File: src/verilog/cu_pkg.sv
/*
 * Copy compute unit shared definitions
 * Command, response, data line and WED types, configuration
 * bit positions and command codes
 */

`default_nettype none

package cu_pkg;

	// Line count width
	parameter int ARRAY_SIZE_BITS = 32;

	// One cache line is 64 bytes
	parameter int LINE_BYTES = 64;

	// Mode bits in cu_configure
	parameter int CFG_READ_BIT  = 23;
	parameter int CFG_WRITE_BIT = 22;

	typedef logic [63:0]                addr_t;
	typedef logic [ARRAY_SIZE_BITS-1:0] count_t;
	typedef logic [7:0]                 tag_t;

	typedef enum logic [1:0] {
		CMD_NONE  = 2'b00,
		CMD_READ  = 2'b01,
		CMD_WRITE = 2'b10
	} cmd_code_t;

	// Command toward host memory
	typedef struct packed {
		cmd_code_t code;
		addr_t     address;
		tag_t      tag;
	} command_line_t;

	typedef struct packed {
		tag_t tag;
	} response_line_t;

	// Full line payload
	typedef logic [511:0] data_line_t;

	// Work element descriptor
	typedef struct packed {
		logic   valid;
		addr_t  source_address;
		addr_t  destination_address;
		count_t size_send;
		count_t size_recive;
	} wed_t;

endpackage

`default_nettype wire

File: src/verilog/cu_line_fifo.sv
/*
 * Line FIFO
 * Circular buffer with first-word-fall-through output,
 * occupancy count and full/empty flags
 */

`timescale 1ns/1ps
`default_nettype none

module cu_line_fifo
	import cu_pkg::*;
#(
	parameter type payload_t  = data_line_t,
	parameter int  FIFO_DEPTH = 8
) (
	input  wire logic     clock,
	input  wire logic     rstn,
	input  wire logic     push,
	input  wire payload_t push_data,
	input  wire logic     pop,
	output payload_t      pop_data,
	output count_t        count,
	output logic          empty,
	output logic          full
);

	localparam int PTR_BITS = (FIFO_DEPTH > 1) ? $clog2(FIFO_DEPTH) : 1;
	localparam logic [PTR_BITS-1:0] LAST_SLOT = PTR_BITS'(FIFO_DEPTH - 1);

	payload_t            mem [FIFO_DEPTH];
	logic [PTR_BITS-1:0] wr_ptr;
	logic [PTR_BITS-1:0] rd_ptr;
	logic                write_en;
	logic                read_en;

	// A push into a full FIFO only lands when the head leaves
	assign write_en = push && (!full || pop);
	assign read_en  = pop && !empty;

	assign empty    = (count == '0);
	assign full     = (count == count_t'(FIFO_DEPTH));
	assign pop_data = mem[rd_ptr];

	always_ff @(posedge clock) begin
		if (write_en) begin
			mem[wr_ptr] <= push_data;
		end
	end

	always_ff @(posedge clock or negedge rstn) begin
		if (!rstn) begin
			wr_ptr <= '0;
			rd_ptr <= '0;
			count  <= '0;
		end else begin
			if (write_en) begin
				wr_ptr <= (wr_ptr == LAST_SLOT) ? '0 : wr_ptr + 1'b1;
			end
			if (read_en) begin
				rd_ptr <= (rd_ptr == LAST_SLOT) ? '0 : rd_ptr + 1'b1;
			end
			case ({write_en, read_en})
				2'b10:   count <= count + 1'b1;
				2'b01:   count <= count - 1'b1;
				default: count <= count;
			endcase
		end
	end

endmodule

`default_nettype wire

File: config.mk
export PLATFORM = sky130hd
export DESIGN_NAME = cu_line_fifo
export DESIGN_NICKNAME = d
export VERILOG_FILES = /design/src/verilog/cu_pkg.sv /design/src/verilog/cu_line_fifo.sv
export SDC_FILE = /design/constraint.sdc
export NUM_CORES = 2
export LEC_CHECK = 0
export BUFFER_PORTS_ARGS = -buffer_cell sky130_fd_sc_hd__buf_4
export CAP_MARGIN = 20
export CORE_ASPECT_RATIO = 0.6
export CORE_UTILIZATION = 60
export CTS_BUF_LIST = sky130_fd_sc_hd__clkbuf_4 sky130_fd_sc_hd__clkbuf_8 sky130_fd_sc_hd__clkbuf_16
export DETAILED_ROUTE_END_ITERATION = 16
export PLACE_DENSITY = 0.83
export SYNTH_ARGS = -nofsm -noshare
export SYNTH_HDL_FRONTEND = slang
export SYNTH_SLANG_ARGS = --single-unit
File: constraint.sdc
create_clock -name clock -period 54.3 [get_ports clock]
set_input_delay 5.43 -clock clock [delete_from_list [all_inputs] [get_ports clock]]
set_output_delay 5.43 -clock clock [all_outputs]
set_load 0.01 [all_outputs]
# ---- After elaboration in Yosys (flattened, before gate mapping)
# Memory sizes are Yosys's and may differ from the RTL's.
# Index checks and enable logic that the tools add are counted.
dict set report classes {
  add_sub_neg 4
  eq_ne 5
  n_mux 5
  reduce_logical 7
}
# op n
set ops {}
lappend ops {{$pmux 32 s2} 1}
lappend ops {{$add 32x1->32 const B} 1}
lappend ops {{$eq 32x4->1 const B} 1}
lappend ops {{$logic_not 32->1} 1}
lappend ops {{$sub 32x1->32 const B} 1}
lappend ops {{$add 3x1->3 const B} 2}
lappend ops {{$eq 3x3->1 const B} 2}
lappend ops {{$mux 3} 2}
lappend ops {{$eq 2x1->1 const B} 1}
lappend ops {{$eq 2x2->1 const B} 1}
lappend ops {{$logic_and 1x1->1} 2}
lappend ops {{$logic_not 1->1} 2}
lappend ops {{$mux 1} 2}
lappend ops {{$reduce_bool 2->1} 1}
lappend ops {{$logic_or 1x1->1} 1}
dict set report word_totals {
  register_bits 38
  ram_bits 4096
  input_bits 516
  out_inout_bits 546
  elab_cells 25
  mem_count 1
}
# name depth width read_ports rd_ports_with_merged_regs write_ports line
set memory_table {}
lappend memory_table {mem 8 512 1 0 1 cu_line_fifo.sv:30} ;# payload_t mem [FIFO_DEPTH];

# ---- Longest topological paths before layout
dict set report depth {
  ltp_word 6
  ltp_mapped 16
  ltp_nobuf 15
}

# ---- Worst setup path before layout
# Ideal clock, no wire load.
dict set report synth_path {
  kind {in2reg}
  startpoint {input port pop}
  endpoint {memory mem[0][0] (netlist bit) (enable)}
  setup_ns 2.015
  arrival_time_ns 40.271
  t_required_ns 52.285
  path_slack_ns 12.014
  stages 3
  n_path_buf 0
  path_cell_list {o21ai_1 > or2_2 > nor3_1}
}
dict set report synth_between {
  elab_chain_cells 4
}
# item line
set synth_rtl {}
lappend synth_rtl {{from (decl)} cu_line_fifo.sv:20} ;# input wire logic pop,
lappend synth_rtl {{$logic_or 1x1->1} cu_line_fifo.sv:37} ;# assign write_en = push && (!full || pop);
lappend synth_rtl {{$logic_and 1x1->1} cu_line_fifo.sv:37}
lappend synth_rtl {{$mux 1} cu_line_fifo.sv:45} ;# if (write_en) begin
lappend synth_rtl {{$mux 1 (not written as such)} cu_line_fifo.sv:46} ;# mem[wr_ptr] <= push_data;
lappend synth_rtl {{to (decl)} cu_line_fifo.sv:30}
# Every way passes these cells.

==> impl_metrics.tcl <==
set metrics [dict create \
    startpoint "rd_ptr[0]" \
    synth_edf_count 4096 \
    worstPathMaxFanout 48 \
    cellLeakagePower_nw 58.4 \
    cap_violations 0 \
    tns_ns 0 \
    grt_antenna_before_repair 93 \
    swShare_pct 29.2 \
    post_cts_resized 0 \
    drt_iter0_drc 8428 \
    hold_buffers 0 \
    grt_max_degree 164 \
    p_per_area_nw_per_um2 51.1 \
    final_layout_size_suffix_gt1_share_pct 42.2 \
    num_io_pins 1062 \
    synthCells 6298 \
    rsz0062_at_grt "false" \
    cp.arrival_ns 7.31 \
    grt_remaining_overflow 0 \
    final-max-slew-violation-count 0 \
    p_clk_share_pct 27.7 \
    synth_commonest_cells "edfxtp_1, mux4_2, mux2_2" \
    cts_buffers 356 \
    vias 74000 \
    die_area_um2 262000 \
    yosysMostFrequentCell "edfxtp_1" \
    cts.path.max_buffers 4 \
    syn_area_um2 156000 \
    ff_latch_area_um2 124000 \
    synth-seq-area-share_pct 79.4 \
    hold_viol 0 \
    wl_per_cell_um 32.9 \
    path_class "reg2out" \
    die_y_um 397 \
    rows 144 \
    num-fill-cells 14000 \
    multi_input_area_um2 31000 \
    die_w_um 661 \
    synth_top_area_share_pct 78.8 \
    cts_root_buf "clkbuf_16" \
    grt_usage_pct 27.9 \
    route.final.wire_length_um 373000 \
    cpMostUsedCell "buf_4" \
    p_comb_share_pct 28.5 \
    period_share_pct 23.5 \
    finalPower_mw 9.20 \
    max_freq_mhz 78.5 \
    worstMarginPinSlew_ns 1.18 \
    nets 8092 \
    syn_nets 6850 \
    ys_ff_latch 4134 \
    portBuffers 1061 \
    cp.required_ns 48.87 \
    cp_num_buf_inv 6 \
    hpwl_um 202000 \
    post-cts-setup-buffers 0 \
    synth.avg_cell_area_um2 24.8 \
    yosysTopAreaCell "edfxtp_1" \
    status "complete, no violations" \
    fin_skew_ns 0.0789 \
    power_frac_seq_pct 43.7 \
    min_path_type "reg2reg" \
    hold_start "count[23]" \
    area_growth_pct 15.3 \
    relSlewSlack_pct 21.1 \
    clkTransAtPathRegs_ns 0.06 \
    ys_types 52 \
    drcViolationCount 0 \
    slowest_stage "dfrtp_4" \
    startpoint_type "flip-flop" \
    synth_flop_cell "edfxtp_1" \
    grt_pass1_wl_um 530000 \
    synth_area_leaders "edfxtp_1, mux4_2, mux2_2" \
    grt_pass1_vias 75500 \
    async_reset_ff_share_pct 0.919 \
    ant_nets 0 \
    clock-sinks 4134 \
    worstSkewPairLatency_ns 0.90 \
    avgViaCountPerCell 6.53 \
    critPathTopFamily "buffers and inverters" \
    core_area_um2 258000 \
    max_stage_delay_ns 0.97 \
    end_kind "output pin" \
    initial_core_util_pct 60.6 \
    internal_power_mw 6.51 \
    p_sw_mw 2.68 \
    r2r_start "count[12]" \
    ir_worst_vdd_v 0.0000413 \
    h-tree-depth 5 \
    yosysWarnings 0 \
    cts_tree "done" \
    path_cells "buf_4, buf_4, buf_4, buf_4, buf_4, mux4_2, mux2_2, buf_4" \
    finalWeightedCongestion 0.882 \
    final.min_clock_period_ns 12.74 \
    setup_viol 0 \
    dr.pass1.iters 5 \
]
[cell usage in the layout, fill, tap and decap left out, drive strengths merged, types with 4 or more instances in the layout]
cell type	count
diode	88
clkinvlp	15
nand4	5
nor3	9
ha	35
nand2	66
edfxtp	4096
nor3b	4
mux2	516
a21o	16
a21oi	34
nor4	8
nor2	19
dfrtp	38
o21bai	6
o21ai	45
a211oi	4
buf	1179
mux4	1024
bufinv	30
inv	21
nand3	8
clkinv	161
clkbuf	422
xor2	11
xnor2	17
[final cells by class]
class	instances	area share [%]
Timing Repair Buffer	1179	5.00
Clock buffer	422	5.29
Antenna cell	88	0.122
Sequential cell	4134	68.8
Multi-Input combinational cell	1861	17.2
Tap cell	3431	2.38
Clock inverter	219	1.12
Inverter	8	0.0167
[worst paths after layout]
path / end / slack [ns] / depth (start not counted)
min in group asynchronous: count[9] / 4.61 / 1
setup / recovery: pop_data[445] / 41.56 / 8
max in group asynchronous: rd_ptr[1] / 49.23 / 1
setup reg to reg: mem[5][199] / 48.52 / 13
hold reg to reg: count[23] / 0.56 / 2
hold / removal: count[23] / 0.56 / 2
[power groups by stage]
stage / clock network (mW) / registers [mW] / logic, mW
floorplan: 0 / 4.40 / 1.51
global placement: 0 / 4.04 / 2.54
detailed placement: 0 / 4.07 / 2.58
CTS: 2.58 / 4.02 / 2.63
global route: 2.68 / 4.04 / 2.72
finish: 2.55 / 4.02 / 2.62
[per-layer routing]
layer	vias to the layer above	global-route usage [%]	share of wire (%)
li1	29600	-	-
met1	39200	36.3	35
met2	4294	45.7	50
met3	856	5.80	8.9
met4	44	13.5	5.3
met5	-	0	0.083
[logic make-up after synthesis]
family,after synthesis,share of synthesized area [%]
AO/OA/AOI/OAI,124,0.503
XOR/XNOR,28,0.157
adder cells (fa/ha/maj),36,0.293
buffers and inverters,303,0.780
flip-flops,4134,79.4
multiplexers,1541,18.5
AND/OR/NAND/NOR,132,0.389
[state kept, by name (all words and copies together), names as in the netlist]
register	count
count	32
rd_ptr	3
mem	4096
wr_ptr	3
[stage by stage]
step           hold slack, ns  instance area (µm²)  utilization [%]  instances  setup slack [ns]
5_1_grt                 0.586               180000             69.9      11300             40.80
2_1_floorplan           0.515               156000                -       6298             12.01
6_report                0.562               180000             69.9      11300             41.56
3_5_place_dp            0.549               168000             65.3      10600             42.16
4_1_cts                 0.564               180000             69.8      11300             41.22
3_3_place_gp            0.520               168000             65.3      10600             42.23
[worst reg2reg max path, cell delays in order, from the launching register on]
cell	delay [ns]
dfrtp_1	0.44
nor4_1	0.09
nand4_1	0.17
nor2_1	0.07
nand2_1	0.09
o21ai_1	0.07
buf_4	0.17
inv_1	0.10
nand2_1	0.21
nor2_4	0.80
buf_4	0.78
buf_4	0.81
buf_4	0.80
buf_4	0.80
(Power assumes the default switching activity.)
