$ cat config.mk
export PLATFORM = sky130hd
export DESIGN_NAME = cu_write_engine
export DESIGN_NICKNAME = d
export VERILOG_FILES = /design/src/verilog/cu_pkg.sv /design/src/verilog/cu_write_engine.sv
export SDC_FILE = /design/constraint.sdc
export NUM_CORES = 1
export LEC_CHECK = 0
export BUFFER_PORTS_ARGS = -buffer_cell sky130_fd_sc_hd__buf_2
export CAP_MARGIN = 20
export CORE_AREA = 2 2 486 488
export DETAILED_ROUTE_END_ITERATION = 7
export DIE_AREA = 0 0 488 490
export SLEW_MARGIN = 20
export SYNTH_ARGS = -nofsm -noshare
export SYNTH_HDL_FRONTEND = slang
export SYNTH_SLANG_ARGS = --single-unit
$ cat constraint.sdc
create_clock -name clock -period 6.1 [get_ports clock]
set_clock_uncertainty 0.05 [all_clocks]
set_input_delay 0.305 -clock clock [delete_from_list [all_inputs] [get_ports clock]]
set_output_delay 0.305 -clock clock [all_outputs]
set_load 0.02 [all_outputs]
$ cat src/verilog/cu_pkg.sv
/*
 * Copy compute unit shared definitions
 * Command, response, data line and WED types, configuration
 * bit positions and command codes
 */

`default_nettype none

package cu_pkg;

	// Line count width
	parameter int ARRAY_SIZE_BITS = 32;

	// One cache line is 64 bytes
	parameter int LINE_BYTES = 64;

	// Mode bits in cu_configure
	parameter int CFG_READ_BIT  = 23;
	parameter int CFG_WRITE_BIT = 22;

	typedef logic [63:0]                addr_t;
	typedef logic [ARRAY_SIZE_BITS-1:0] count_t;
	typedef logic [7:0]                 tag_t;

	typedef enum logic [1:0] {
		CMD_NONE  = 2'b00,
		CMD_READ  = 2'b01,
		CMD_WRITE = 2'b10
	} cmd_code_t;

	// Command toward host memory
	typedef struct packed {
		cmd_code_t code;
		addr_t     address;
		tag_t      tag;
	} command_line_t;

	typedef struct packed {
		tag_t tag;
	} response_line_t;

	// Full line payload
	typedef logic [511:0] data_line_t;

	// Work element descriptor
	typedef struct packed {
		logic   valid;
		addr_t  source_address;
		addr_t  destination_address;
		count_t size_send;
		count_t size_recive;
	} wed_t;

endpackage

`default_nettype wire

$ cat src/verilog/cu_write_engine.sv
/*
 * Write engine
 * Pops lines from the line FIFO, issues destination writes
 * with their data and counts the write responses
 */

`timescale 1ns/1ps
`default_nettype none

module cu_write_engine
	import cu_pkg::*;
#(
	parameter int MAX_OUTSTANDING = 4
) (
	input  wire logic       clock,
	input  wire logic       rstn,
	input  wire logic       enabled,
	input  wire addr_t      destination_address,
	input  wire count_t     line_total,
	input  wire logic       fifo_empty,
	input  wire data_line_t pop_data,
	input  wire logic       response_valid,
	output logic            pop,
	output logic            command_valid,
	output command_line_t   command,
	output data_line_t      data_out,
	output count_t          write_done_count
);

	count_t written_count;
	count_t outstanding;

	// One line per cycle while data and credit are both there
	assign pop = enabled && !fifo_empty && (written_count < line_total) &&
		(outstanding < count_t'(MAX_OUTSTANDING));

	////////////////////
	// Command issue
	////////////////////

	always_ff @(posedge clock or negedge rstn) begin
		if (!rstn) begin
			command_valid <= 1'b0;
			written_count <= '0;
		end else begin
			command_valid <= pop;
			if (pop) begin
				written_count <= written_count + 1'b1;
			end
		end
	end

	// Data travels in the same cycle as its command
	always_ff @(posedge clock) begin
		command.code    <= CMD_WRITE;
		command.address <= destination_address +
			(addr_t'(written_count) * addr_t'(LINE_BYTES));
		command.tag     <= tag_t'(written_count);
		data_out        <= pop_data;
	end

	////////////////////
	// Credits and responses
	////////////////////

	always_ff @(posedge clock or negedge rstn) begin
		if (!rstn) begin
			outstanding      <= '0;
			write_done_count <= '0;
		end else begin
			case ({pop, response_valid})
				2'b10:   outstanding <= outstanding + 1'b1;
				2'b01:   outstanding <= outstanding - 1'b1;
				default: outstanding <= outstanding;
			endcase
			if (response_valid) begin
				write_done_count <= write_done_count + 1'b1;
			end
		end
	end

endmodule

`default_nettype wire
# After elaboration in Yosys (flattened, before gate mapping)
# Index checks and enable logic that the tools add are counted.
# Widths: inputs -> output; s select.
# totals
latch_bits	0
ff_bits	681
input_bits	613
memories	0
out_inout_bits	620
romBits	0
word_cells	22
ramBits	0
# classes
div_mod_pow	0
addsub	5
order_cmp	2
bitwise	0
shifts	0
n_mul	0
n_mux	1
n_reduce_logical	5
eq_ne	2
# op_table
op	n
$add 32x1->32 const B	3
$add 64x38->64	1
$pmux 32 s2	1
$lt 32x3->1 const B	1
$lt 32x32->1	1
$sub 32x1->32 const B	1
$logic_and 1x1->1	3
$eq 2x1->1 const B	1
$eq 2x2->1 const B	1
$reduce_bool 2->1	1
$logic_not 1->1	1

# Longest topological paths before layout
# depth
depth_word	6
depth_mapped	20
depth_no_buf	20

# Worst setup path after synthesis
# No wires, ideal clock.
# synth_timing
kind	reg-to-reg
from	register written_count[9]
to	register outstanding[23]
setup_time_ns	0.124
period_less_slack_ns	5.252
n_path_buf	0
arrival_time_ns	5.078
path_stages_with_launch	20
slack_ns	0.848
t_required_ns	5.926
cell_sequence	dfrtp_1 > ha_1 > a21o_1 > a21o_1 > a211o_1 > a2111oi_4 > o21ai_2 > a21oi_2 > inv_1 > ha_1 > ha_1 > a21o_1 > a31oi_1 > a21boi_1 > a221o_1 > a31oi_1 > o21bai_1 > a31oi_1 > nor4b_1 > a211o_1
# synth_between
elab_chain_len	5
word_cells_on_any_way	7
classes_between	order compare (1); eq/ne (2); mux (1); reduce/logical (3)
# synth_rtl
item	line	rtl
start, declared	cu_write_engine.sv:30	count_t written_count;
start signal, assigned	cu_write_engine.sv:48	written_count <= written_count + 1'b1;
$lt 32x32->1 (*)	cu_write_engine.sv:34	assign pop = enabled && !fifo_empty && (written_count < line_total) &&
$logic_and 1x1->1 (*) (2 in series)	cu_write_engine.sv:34	
via pop	cu_write_engine.sv:23	output logic pop,
$eq 2x1->1 or $eq 2x2->1 (tied branches)	cu_write_engine.sv:71	case ({pop, response_valid})
$pmux 32 s2 or $reduce_bool 2->1 (tied branches)	-	
end signal, assigned	cu_write_engine.sv:72	2'b10: outstanding <= outstanding + 1'b1;
end signal, assigned	cu_write_engine.sv:73	2'b01: outstanding <= outstanding - 1'b1;
end signal, assigned	cu_write_engine.sv:74	default: outstanding <= outstanding;
end, declared	cu_write_engine.sv:31	count_t outstanding;
# Mark *: on every way through the listed nets, which the timed path passes. The rest lies on a longest branch.
# A chain may end at the register's enable or synchronous reset.

# Final worst setup path
# layout_timing
from	register written_count[17]
to	register outstanding[29]
# layout_between
elab_chain_len	5
word_cells_on_any_way	7
classes_between	order compare (1); eq/ne (2); mux (1); reduce/logical (3)
# layout_rtl
item	line
$lt 32x32->1 (*)	cu_write_engine.sv:34
$logic_and 1x1->1 (*) (2 in series)	cu_write_engine.sv:34
$eq 2x1->1 or $eq 2x2->1 (tied branches)	cu_write_engine.sv:71
$pmux 32 s2 or $reduce_bool 2->1 (tied branches)	-
# Mark *: on every way between the ends. The rest lies on a longest branch, timed or not.

==> flow_summary.ini <==
[run_status]
outcome = finished clean

[synthesis]
synth_xor_area_share_pct = 6.099
yosysTopAreaCell = dfxtp_1
synth-simple-area-share_pct = 8.652
ys.flop_type = dfxtp_1
synth_area_sq_um = 20250
synth_mux_area_share_pct = 0.2163
synth_top_area_share_pct = 57.74
synth_nets = 2292
yosys_warnings = 0
synth_top_family_by_area = simple AND/OR/NAND/NOR gates
syn_avg_cell_area_sq_um = 12.81
ys_async_sr_fraction_pct = 14.24
synth_compound_gate_area_share_pct = 7.669
syn_inst = 1581
synth_edf_count = 0
synth_seq_cells = 681
synth_cell_types = 65
synthAdderAreaFrac_pct = 6.130
seq_area_frac_synth_pct = 69.73
yosys-top-cells-area = dfxtp_1 58%, dfrtp_1 12%, ha_1 5.9%, xnor2_1 3.7%, xor2_1 2.4%

[drt]
viasPerCell = 3.105
drt-total-wl_mm = 172.8
wl_per_cell_microns = 25.36
ant_nets = 0
drcViolationCount = 0
drt-pass1-iter-count = 5
first_iter_violations = 1358
vias = 21160

[sta]
timing.final.ws_setup_ps = 414.8
rsz0062_at_grt = no
hold_violations = 0
fin_crit_ps = 5685
finalSetupTns_ps = 0
drv_slew = 0
relSlewSlack_pct = 34.10
hold_ws_ps = 47.95
period_share_pct = 93.20
worst_pin_slew_ps = 979.5
setup_viol = 0
fmax_ghz = 0.1759

[place]
dp_hpwl_mm = 150.3
placed_area_sq_um = 30380
dp_worst_setup_slack_ps = 386.4
gp_congestion = 1.005
port_buffers = 1230

[global_routing]
track_usage_pct = 13.89
overflow = 0
grt_pass1_vias = 21390
antenna_found_initial = 242
grt_max_degree = 66
grt_pass1_wl_mm = 215.3

[floorplan]
start_util_pct = 8.650
io-pin-count = 1233
core_area_sq_um = 234100
die_w_microns = 488
row_count = 178
die-area_sq_um = 239100
die_y_microns = 490

[finish]
syn_to_final_growth_pct = 96.38
fin_nets = 4190
drive_gt1_share_pct = 40.14
final_common_cell = buf_2
layout_common_cells = 1,229 x buf_2, 584 x dfxtp_1, 582 x dlygate4sd3_1
final_area_sq_um = 39760

[clock_tree]
clockBufferDepth = 3
h-tree-depth = 3
insertion_delay_ps = 740
path_clk_slew_ps = 60
numCtsBuffers = 91
cts.sinks = 681
cts_resized = 0
cts_root_buffer = clkbuf_16
cts_tree = yes

[worst_setup_path]
crit_fanout = 7
arrival_ps = 6140
critPathCaptureType = register
worst-r2r-cell-count = 19
critPathRequiredTime_ps = 6560
criticalPathCategory = register to register
start_kind = register

[power]
ir_drop_uv = 203.0
powerDensity_nw_per_um2 = 334.8
p_leak_nw = 18.23

[job]
maxCapViolations = 0

[hold_path]
hold_path.class = primary input to async pin
cell families (layout without fill, tap and decap cells):
family / after synthesis / count (layout)
and+or+nand+nor: 350 / 350
AOI/OAI and AO/OA: 228 / 228
other: 2 / 111
muxes: 4 / 4
buffers and inverters: 77 / 2051
xor gates and xnor gates: 141 / 141
adders and majority gates: 98 / 98
DFF: 681 / 681
state kept, by name, indices dropped and copies added, names as in the netlist:
name,flops
data_out,512
command_valid,1
command,72
written_count,32
write_done_count,32
outstanding,32
cells in the mapped netlist, drive strengths merged, types with 4 or more instances:
cell    count
a31oi      12
inv        56
o21a        5
or3         6
nor3       17
and4        7
and3       33
a21o       47
xor2       56
a41oi       4
nor4       10
xnor2      85
nand2     100
nor2b      13
nand4      38
nand3      34
clkbuf     18
o21ai      51
o21bai      9
a21oi      56
dfrtp      97
a211oi     10
o211ai      6
nand2b      5
dfxtp     584
or2         4
nor2       68
ha         96
and2        4
layer usage:
metal / GRT usage [%] / part of all wire [%]
met5: 0.3623 / 0.33
met4: 6.819 / 5.9
met3: 5.307 / 9.2
met2: 25.24 / 51
met1: 13.64 / 34
through the flow:
stage	cells	util [%]	power (mW)
floorplan	1581	-	6.241
global placement	5953	12.98	7.159
detailed placement	5953	12.98	7.168
CTS	6704	16.86	13.58
global route	6769	16.94	13.95
finish	6814	16.99	13.31
what timing repair did:
action,4_1_cts,5_1_grt
hold buffers,582,0
setup buffers,0,0
endpoints found under the hold margin,597,0
power by group:
part	total, mW	internal (mW)	leakage (nW)	switching [mW]
clock network	5.86	3.46	1.57	2.39
registers	5.02	4.80	6.19	0.216
logic	2.44	1.04	10.5	1.40
total	13.3	9.30	18.2	4.01
cell type report:
| class | count | area [sq um] |
|---|---|---|
| inverter | 56 | 210.2 |
| clock inverter | 57 | 763.2 |
| timing repair buffer | 1826 | 12110 |
| antenna | 109 | 272.8 |
| tap | 3150 | 3941 |
| sequential | 681 | 14120 |
| clock buffer | 112 | 2500 |
| fill | 26050 | 194300 |
| multi-input combinational | 823 | 5842 |
path summary, 6_finish.rpt:
check | startpoint | endpoint | slack, ps
worst min-delay path | rstn | write_done_count[19] | 50
worst max register to register | written_count[17] | outstanding[29] | 410
worst max-delay path | written_count[17] | outstanding[29] | 410
max in group asynchronous | rstn | outstanding[30] | 4800
worst min register to register | write_done_count[31] | write_done_count[31] | 430
min in group clock | destination_address[16] | command[24] | 70
critical path, cell delays in order, from the launching register on:
cell	delay (ps)
dfrtp_1	480
ha_1	340
a21o_1	160
a21o_1	170
a21o_1	210
a2111oi_4	510
o21ai_2	320
a21oi_2	240
inv_1	60
ha_1	280
ha_1	380
a21o_1	230
a31oi_1	190
a21boi_1	150
a221o_1	410
a31oi_1	380
o21ai_0	290
a41oi_1	340
xor2_1	160
o21ai_0	80
Power figures use the tool's default switching activity.
