### config.mk
export PLATFORM = sky130hd
export DESIGN_NAME = cu_read_engine
export DESIGN_NICKNAME = d
export VERILOG_FILES = /design/src/verilog/cu_pkg.sv /design/src/verilog/cu_read_engine.sv
export SDC_FILE = /design/constraint.sdc
export NUM_CORES = 1
export LEC_CHECK = 0
export BUFFER_PORTS_ARGS = -buffer_cell sky130_fd_sc_hd__buf_4
export CAP_MARGIN = 20
export CORE_AREA = 4 4 489 491
export DETAILED_ROUTE_END_ITERATION = 10
export DIE_AREA = 0 0 493 495
export PLACE_DENSITY = 0.3
export SYNTH_ARGS = -nofsm -noshare
export SYNTH_HDL_FRONTEND = slang
export SYNTH_SLANG_ARGS = --single-unit
### constraint.sdc
create_clock -name clock -period 6.8 [get_ports clock]
set_input_delay 1.02 -clock clock [delete_from_list [all_inputs] [get_ports clock]]
set_output_delay 1.02 -clock clock [all_outputs]
set_load 0.005 [all_outputs]
### src/verilog/cu_pkg.sv
/*
 * Copy compute unit shared definitions
 * Command, response, data line and WED types, configuration
 * bit positions and command codes
 */

`default_nettype none

package cu_pkg;

	// Line count width
	parameter int ARRAY_SIZE_BITS = 32;

	// One cache line is 64 bytes
	parameter int LINE_BYTES = 64;

	// Mode bits in cu_configure
	parameter int CFG_READ_BIT  = 23;
	parameter int CFG_WRITE_BIT = 22;

	typedef logic [63:0]                addr_t;
	typedef logic [ARRAY_SIZE_BITS-1:0] count_t;
	typedef logic [7:0]                 tag_t;

	typedef enum logic [1:0] {
		CMD_NONE  = 2'b00,
		CMD_READ  = 2'b01,
		CMD_WRITE = 2'b10
	} cmd_code_t;

	// Command toward host memory
	typedef struct packed {
		cmd_code_t code;
		addr_t     address;
		tag_t      tag;
	} command_line_t;

	typedef struct packed {
		tag_t tag;
	} response_line_t;

	// Full line payload
	typedef logic [511:0] data_line_t;

	// Work element descriptor
	typedef struct packed {
		logic   valid;
		addr_t  source_address;
		addr_t  destination_address;
		count_t size_send;
		count_t size_recive;
	} wed_t;

endpackage

`default_nettype wire

### src/verilog/cu_read_engine.sv
/*
 * Read engine
 * Issues source line reads under a credit limit and forwards
 * the returned lines toward the line FIFO
 */

`timescale 1ns/1ps
`default_nettype none

module cu_read_engine
	import cu_pkg::*;
#(
	parameter int MAX_OUTSTANDING = 4,
	parameter int FIFO_DEPTH      = 8
) (
	input  wire logic       clock,
	input  wire logic       rstn,
	input  wire logic       enabled,
	input  wire addr_t      source_address,
	input  wire count_t     line_total,
	input  wire logic       response_valid,
	input  wire logic       data_valid,
	input  wire data_line_t data_in,
	input  wire count_t     fifo_count,
	output logic            command_valid,
	output command_line_t   command,
	output logic            push,
	output data_line_t      push_data,
	output count_t          read_done_count
);

	count_t issued_count;
	count_t outstanding;
	logic   issue;

	// Stop on credit, or when the FIFO could not hold every line in flight
	assign issue = enabled && (issued_count < line_total) &&
		(outstanding < count_t'(MAX_OUTSTANDING)) &&
		((fifo_count + outstanding) < count_t'(FIFO_DEPTH));

	////////////////////
	// Command issue
	////////////////////

	always_ff @(posedge clock or negedge rstn) begin
		if (!rstn) begin
			command_valid <= 1'b0;
			issued_count  <= '0;
		end else begin
			command_valid <= issue;
			if (issue) begin
				issued_count <= issued_count + 1'b1;
			end
		end
	end

	// Line index sets address and tag
	always_ff @(posedge clock) begin
		command.code    <= CMD_READ;
		command.address <= source_address + (addr_t'(issued_count) * addr_t'(LINE_BYTES));
		command.tag     <= tag_t'(issued_count);
	end

	////////////////////
	// Credits and returns
	////////////////////

	always_ff @(posedge clock or negedge rstn) begin
		if (!rstn) begin
			outstanding     <= '0;
			read_done_count <= '0;
			push            <= 1'b0;
		end else begin
			case ({issue, response_valid})
				2'b10:   outstanding <= outstanding + 1'b1;
				2'b01:   outstanding <= outstanding - 1'b1;
				default: outstanding <= outstanding;
			endcase
			if (response_valid) begin
				read_done_count <= read_done_count + 1'b1;
			end
			push <= data_valid;
		end
	end

	always_ff @(posedge clock) begin
		push_data <= data_in;
	end

endmodule

`default_nettype wire

; After elaboration in Yosys (flattened, before gate mapping)
; Index checks and enable logic that the tools add are counted.
[op_classes]
bitwise = 0
eq_ne = 2
n_reduce_logical = 4
n_div = 0
n_mul = 0
order_cmp = 3
n_mux = 1
n_addsub = 6
shifts = 0
[op_table]
columns = op, n
row1 = adder 32 x 1 -> 32 bit (second input constant), 3
row2 = adder 64 x 38 -> 64 bit, 1
row3 = case mux 32 bit (2 select lines), 1
row4 = adder 32 bit, 1
row5 = < comparator 32 x 3 -> 1 bit (second input constant), 1
row6 = < comparator 32 bit, 1
row7 = < comparator 32 x 4 -> 1 bit (second input constant), 1
row8 = subtractor 32 x 1 -> 32 bit (second input constant), 1
row9 = logical AND 1 bit, 3
row10 = == test 2 x 1 -> 1 bit (second input constant), 1
row11 = == test 2 bit (second input constant), 1
row12 = nonzero test 2 bit, 1
[totals]
reg_bits = 682
in_bits = 645
mem_count = 0
mem_bits_rw = 0
latch_bits = 0
mem_bits_ro = 0

; Depth between registers and ports, before layout
; Gate-level depths: netlist (run 1).
[depth]
word_depth = 6
ltp_mapped = 25
depth_no_buf = 25

; Least setup slack after synthesis (run 1)
; Ideal clock, no wire load.
[synth_path]
kind = input -> register
start = in fifo_count[16]
end = reg outstanding[31]
arrival_time_ps = 6502
setup_time_ps = 79
path_stages = 23
n_path_buf = 2
setup_slack_ps = 219
path_cell_list = ha_1 -> clkbuf_1 -> a21o_1 -> a21oi_1 -> o221ai_1 -> a2111oi_0 -> o221ai_1 -> a31oi_1 -> mux2i_1 -> clkbuf_1 -> nand4_1 -> ha_1 -> ha_1 -> a21o_1 -> a21oi_1 -> o21ai_0 -> nor4bb_1 -> o21ai_0 -> a31oi_1 -> a21oi_1 -> or3_1 -> a21oi_1 -> xor2_1
[synth_via]
elab_chain_len = 5
[synth_lines]
columns = item, line
row1 = start: declaration, cu_read_engine.sv:24  ; input wire count_t fifo_count,
row2 = adder 32 bit *, cu_read_engine.sv:39  ; ((fifo_count + outstanding) < count_t'(FIFO_DEPTH));
row3 = < comparator 32 x 4 -> 1 bit *, cu_read_engine.sv:39
row4 = logical AND 1 bit *, cu_read_engine.sv:38  ; (outstanding < count_t'(MAX_OUTSTANDING)) &&
row5 = == test 2 x 1 -> 1 bit or == test 2 bit (tied branches), cu_read_engine.sv:74  ; case ({issue, response_valid})
row6 = case mux 32 bit (2 select lines) or nonzero test 2 bit (tied branches), n/a
row7 = end signal: assignment, cu_read_engine.sv:75  ; 2'b10: outstanding <= outstanding + 1'b1;
row8 = end signal: assignment, cu_read_engine.sv:76  ; 2'b01: outstanding <= outstanding - 1'b1;
row9 = end signal: assignment, cu_read_engine.sv:77  ; default: outstanding <= outstanding;
row10 = end: declaration, cu_read_engine.sv:33  ; count_t outstanding;
; Every way passes the cells marked *; elsewhere a longest branch is shown, timed or not.
; A chain may end at the register's enable or synchronous reset.

; Final worst setup path (run 1)
[layout_path]
start = in fifo_count[1]
end = reg outstanding[31]
; Same word-level chain as after synthesis.

==> flow_summary.yaml, run 1 <==
status:
  status: "complete, no violations"
worst_setup_path:
  rrSetupSlack_ps: 520
  start_kind: "primary input"
  r2r-start: "outstanding[1]"
  arrival_ps: 6930
  worst_setup_path_end_kind: "flip-flop"
  crit_path_start: "fifo_count[1]"
  worstPathRequired_ps: 7440
  crit_type: "in -> reg"
  worst-path-max-fanout: 10
synthesis:
  syn_nets: 2628
  synth_top_family_by_area: "simple AND/OR/NAND/NOR gates"
  post-synth-top-count-cell: "dfxtp_1"
  synth_top_cell_by_area: "dfxtp_1"
  ys_top_cells_by_area: "dfxtp_1 (53%), dfrtp_1 (11%), ha_1 (7.1%)"
  yosysSeqAreaShare_pct: 63.88
  postSynthAreaPerCell_um2: 11.94
  yosys_warnings: 0
  synth_edf_count: 0
  synthCells: 1855
  synthFlopType: "dfxtp_1"
  synth_commonest_cells: "dfxtp_1 (584), ha_1 (126), nand2_1 (101), dfrtp_1 (98), a21oi_1 (85)"
  synth-simple-area-share_pct: 10.93
  yosysUniqueCellTypes: 70
  async_flop_share_pct: 14.37
  synth_xor_area_share_pct: 6.250
  ys_seq_elements: 682
  synth_adder_area_share_pct: 7.301
  synth_compound_area_share_pct: 9.302
  yosysTopAreaCellShare_pct: 52.81
  yosys-mux-area-fraction_pct: 0.4804
  syn_area_um2: 22140
clock_network:
  cts_max_level: 3
  clkSinkCount: 682
  post_cts_buffers: 0
  cts_buffers: 98
  cts.clk_slew.worst_paths_ps: 70
  cts_buffer_depth: 3
  cts_tree: "built"
  worstSkewPairLatency_ps: 750
  cts-root-buf: "clkbuf_16"
global_route:
  grt_pass1_vias: 21360
  grt_start_max_net_pins: 51
  grt_usage_pct: 17.26
  grt_pass1_wl_mm: 264.4
  grt_overflow: 0
  antenna_found_initial: 181
place:
  dp_hpwl_mm: 196.0
  gp_congestion: 0.8414
  post-place-cells: 6420
  place_ws_ps: -443.8
  portBuffers: 1262
power:
  pwr_density_cell_nw_per_um2: 348.2
  p_leak_nw: 18.76
  power_mw: 14.09
  max-vdd-ir-drop_uv: 186.4
final_layout:
  nNetsFinal: 4143
  layout-drive-gt1-share_pct: 47.83
  fin_util_pct: 17.24
  fin_cells: 6616
  syn2layout_area_growth_pct: 82.78
floorplanning:
  ios: 1265
  row_count: 178
  start_util_pct: 9.432
  fp.dieArea_um2: 244000
  die_w_um: 493
  die_y_um: 495
  coreArea_um2: 234700
sta:
  period_share_pct: 92.53
  hold_viol: 0
  max_clock_freq_ghz: 0.1589
  layout_setup_ws_ps: 507.9
  rsz0062_at_grt: "false"
  fin_crit_ps: 6292
  drv_slew: 0
  worstMarginPinSlew_ps: 1142
  fin_worst_skew_ps: 50.52
  maxSlewHeadroom_pct: 23.28
  setup_viol: 0
  whs_ps: 366.5
routing:
  wire_per_inst_um: 33.23
  dr.pass1.iters: 5
  ant_nets: 0
  drcViolationCount: 0
  drt-vias-per-instance: 3.240
  first_iter_violations: 1079
  met2_length_mm: 107.8
  wl_met3_mm: 28.31
  wl_met1_mm: 75.80
  via_count: 21440
  drt_wl_total_mm: 219.9
  highest_layer: "met5"
hold_path:
  hold_path.startpoint: "data_in[6]"
  hold_path.class: "in -> reg"
job:
  max_cap_violations: 0
==> per-stage QoR <==
step,cell area (um^2),setup TNS [ps]
after detailed placement,36880,-4548
after global routing,40450,0
after CTS,40380,0
after floorplan,22140,0
after global placement,36880,-4793
final,40470,0
==> power breakdown <==
| group | internal (mW) | total (mW) | switching (mW) | leakage (nW) |
|---|---|---|---|---|
| logic | 1.86 | 3.83 | 1.97 | 10.8 |
| registers | 4.31 | 4.62 | 0.312 | 6.21 |
| clock network | 3.40 | 5.64 | 2.24 | 1.72 |
==> placed cells by master, fill, tap and decap left out, drive strengths merged, types with 8 or more instances in the layout <==
master,count
nand2b,13
nor4,19
diode,16
and2,9
o21a,15
xnor2,78
nor2b,10
a21o,37
or3,8
clkinv,27
a21oi,85
nor4b,8
ha,126
o211ai,13
o21bai,10
and3,32
nor3,45
a211oi,9
nor2,61
nand2,101
buf,1451
o21ai,71
inv,71
a31oi,14
xor2,80
bufinv,13
dfxtp,584
nand3,59
nand4,53
clkbuf,135
and4,12
dfrtp,98
==> cell families (layout without fill, tap and decap cells) <==
kind of cell             after synthesis  in the layout
AND/OR/NAND/NOR                      455            455
adder cells (fa/ha/maj)              128            128
flip-flops                           682            682
AO/OA/AOI/OAI                        316            316
buffers and inverters                104           1699
multiplexers                          10             10
other                                  2             18
XOR/XNOR                             158            158
==> worst paths after layout <==
| path | end | cells after the start |
|---|---|---|
| worst max-delay path | outstanding[31] | 27 |
| worst min register to register | read_done_count[19] | 1 |
| min in group asynchronous | outstanding[17] | 1 |
| worst max register to register | outstanding[31] | 26 |
| max in group asynchronous | read_done_count[17] | 2 |
| worst min-delay path | push_data[6] | 1 |
==> sequential cells by signal (all words and copies together) (netlist names) <==
name	count
push_data	512
push	1
issued_count	32
command_valid	1
read_done_count	32
outstanding	32
command	72
==> timing repair <==
| item | in CTS | in global routing |
|---|---|---|
| hold buffers | 0 | 0 |
| resized for setup | 0 | 12 |
| endpoints found under the setup margin | 0 | 12 |
==> worst max-delay path, stage by stage <==
cell,delay [ps]
buf_4,130
ha_1,210
or3_1,420
o22ai_2,200
buf_4,160
o211ai_2,130
a221o_1,350
a21oi_1,280
mux2i_1,160
nor4_2,310
nand4_1,130
a211oi_1,250
nand4_1,270
ha_2,320
buf_4,190
buf_4,190
ha_1,320
nand4_1,110
nor2_1,160
nand2_1,70
nor3_1,230
o21ai_0,230
a31oi_1,260
a21oi_1,110
or3_1,350
a21oi_1,190
xor2_1,160
==> routing by layer <==
layer	track usage, %	vias to the layer above
met5	0	-
met4	4.665	32
met3	10.12	430
met2	30.31	1243
met1	17.31	10140
li1	-	9592
==> final cells by class <==
class	instances	area (um^2)
fill	26370	194300
clock inverter	45	694.4
clock buffer	135	2813
timing repair buffer	1451	10920
multi-input combinational	1069	7660
inverter	68	255.2
sequential	682	14150
tap	3150	3941
antenna	16	40.04
(Power assumes the default switching activity.)
==> run 2: changes to the inputs <==
Settings changed: GPL_TIMING_DRIVEN set to 0.
==> run 2 against run 1 <==
  * Clock-buffer cell count is 8 higher
  * Sequential share of layout area is 0.99 points higher
  * Worst setup slack worse by 150 ps
  * Clock power barely moved
  * Flip-flop and latch count unchanged
  * Clock skew increased by 11 ps
  * Hold slack lost 150 ps
  * Core utilization down 0.48 points
  * Non-clock buffer count fell by 144
  * Largest power group unchanged
==> flow_summary.yaml, run 2 (same netlist as run 1, synthesis figures left out) <==
worst_setup_path:
  crit_type: "reg -> reg"
  crit_family: "compound AO/OA/AOI/OAI gates"
  worst-path-max-fanout: 7
  cpPeakStageDelay_ps: 470
  worstPathRequired_ps: 7430
  crit_chain: "ha_2, or3_1, o22ai_4, xnor2_1, o31ai_2, nand4_1, or4_1, nor4_1, nand4_1, a211oi_2, nand4_1, ha_4, buf_4, ha_1, nor2b_1, o21a_1, o21ai_1, a211o_1, a21oi_1, o21a_1, o21a_1, o211ai_1, a2111oi_0, nand3b_1"
  start_kind: "flip-flop"
  path_buf_inv: 1
  arrival_ps: 7070
  crit_slowest_cell: "dfrtp_1"
  worst_setup_path_end_kind: "flip-flop"
routing:
  drcViolationCount: 0
  via_count: 20860
  wire_per_inst_um: 33.52
  first_iter_violations: 1065
  drt-vias-per-instance: 3.221
  ant_nets: 0
  drt_wl_total_mm: 217.1
  dr.pass1.iters: 5
place:
  place_area_um2: 35600
  post-place-cells: 6270
  gp_congestion: 0.8481
  dp_hpwl_mm: 192.8
  place_ws_ps: -2320
  portBuffers: 1262
sta:
  fin_crit_ps: 6444
  setup_viol: 0
  drv_slew: 0
  whs_ps: 217.4
  layout_setup_ws_ps: 356.1
  worstMarginPinSlew_ps: 1022
  hold_viol: 0
  rsz0062_at_grt: "false"
  period_share_pct: 94.76
  max_clock_freq_ghz: 0.1552
  fin_worst_skew_ps: 62.00
  maxSlewHeadroom_pct: 31.79
  tns_ps: 0
global_route:
  antenna_found_initial: 182
  grt_overflow: 0
  grt_pass1_vias: 20890
  grt_usage_pct: 17.03
  grt_start_max_net_pins: 62
  grt_pass1_wl_mm: 260.0
job:
  max_cap_violations: 0
floorplanning:
  fp.dieArea_um2: 244000
  row_count: 178
  die_y_um: 495
  start_util_pct: 9.432
  ios: 1265
  die_w_um: 493
  coreArea_um2: 234700
final_layout:
  final_common_cell: "buf_4"
  syn2layout_area_growth_pct: 77.71
  largest_reg_flops: 512
  top_regs: "push_data x512, command x72"
  final_area_um2: 39350
  nNetsFinal: 4000
  layout_common_cells: "buf_4 (1272), dfxtp_1 (584), ha_1 (124), clkbuf_16 (102), nand2_1 (101)"
  fin_cells: 6475
  layout-drive-gt1-share_pct: 44.78
  top_register: "push_data"
  fin_util_pct: 16.76
clock_network:
  cts_buffer_depth: 3
  clkSinkCount: 682
  cts-root-buf: "clkbuf_16"
  cts.clk_slew.worst_paths_ps: 60
  worstSkewPairLatency_ps: 750
  cts_tree: "built"
  cts_buffers: 99
  cts_max_level: 3
power:
  max-vdd-ir-drop_uv: 186.6
  swShare_pct: 32.53
  clkPwrFrac_pct: 41.9
  pwr_density_cell_nw_per_um2: 341.9
  power_mw: 13.45
  intPower_mw: 9.078
  seq_power_share_pct: 34.3
  p_switching_mw: 4.376
  p_leak_nw: 17.96
  p_comb_share_pct: 23.8
hold_path:
  hold_path.class: "in -> async"
status:
  status: "complete, no violations"
## run 2: cell count changes in the layout (fill, tap and decap cells not counted), moves of 3 or more
| cell | change |
|---|---|
| buf_4 | -177 |
| clkbuf_1 | +30 |
| clkinv_2 | -4 |
| diode_2 | +4 |
| a21oi_1 | -3 |
| a21oi_2 | +3 |
| bufinv_16 | -3 |
| clkbuf_16 | +3 |
| clkbuf_8 | +3 |
| clkinv_4 | -3 |
## run 2: final timing paths
check,from,end,slack (ps),cells past startpoint
setup / recovery,outstanding[3],outstanding[16],360,24
max in group asynchronous,rstn,issued_count[24],5780,2
setup reg to reg,outstanding[3],outstanding[16],360,24
min in group clock,data_in[39],push_data[39],360,1
hold reg to reg,read_done_count[11],read_done_count[11],500,1
hold / removal,rstn,outstanding[31],220,1
## run 2: final cells by class
| class | instances | area, um^2 |
|---|---|---|
| fill | 26350 | 195400 |
| sequential | 682 | 14140 |
| timing repair buffer | 1273 | 9600 |
| multi-input combinational | 1069 | 7715 |
| tap | 3150 | 3941 |
| clock buffer | 143 | 2937 |
| clock inverter | 36 | 555.5 |
| inverter | 68 | 255.2 |
| buffer | 34 | 147.6 |
| antenna | 20 | 50.05 |
## run 2: worst reg2reg max path: cells and delay by family (launching register included)
kind / cells / cell delay, ps
AOI/OAI and AO/OA: 11 / 2600
xor gates and xnor gates: 1 / 110
adders and majority gates: 3 / 900
buffers and inverters: 1 / 180
DFF: 1 / 470
and+or+nand+nor: 8 / 2130
## run 2: timing repair
action,4_1_cts,5_1_grt
hold buffers,0,0
buffers inserted,4,4
pin swaps,3,8
gates resized for setup,12,20
endpoints found under the setup margin,25,16
## run 2: per-layer routing
layer	wire length (um)	GRT usage, %
met1	72590	16.60
met5	211	0
met2	103900	28.93
met4	10000	6.720
met3	30390	10.72
## run 2: power by group through the flow
stage               Sequential (mW)  Combinational [mW]  Clock (mW)
floorplan                      4.59                1.63           0
global placement               4.69                3.15           0
detailed placement             4.70                3.14           0
CTS                            4.62                3.20        5.90
global route                   4.65                3.52        6.01
finish                         4.61                3.20        5.64
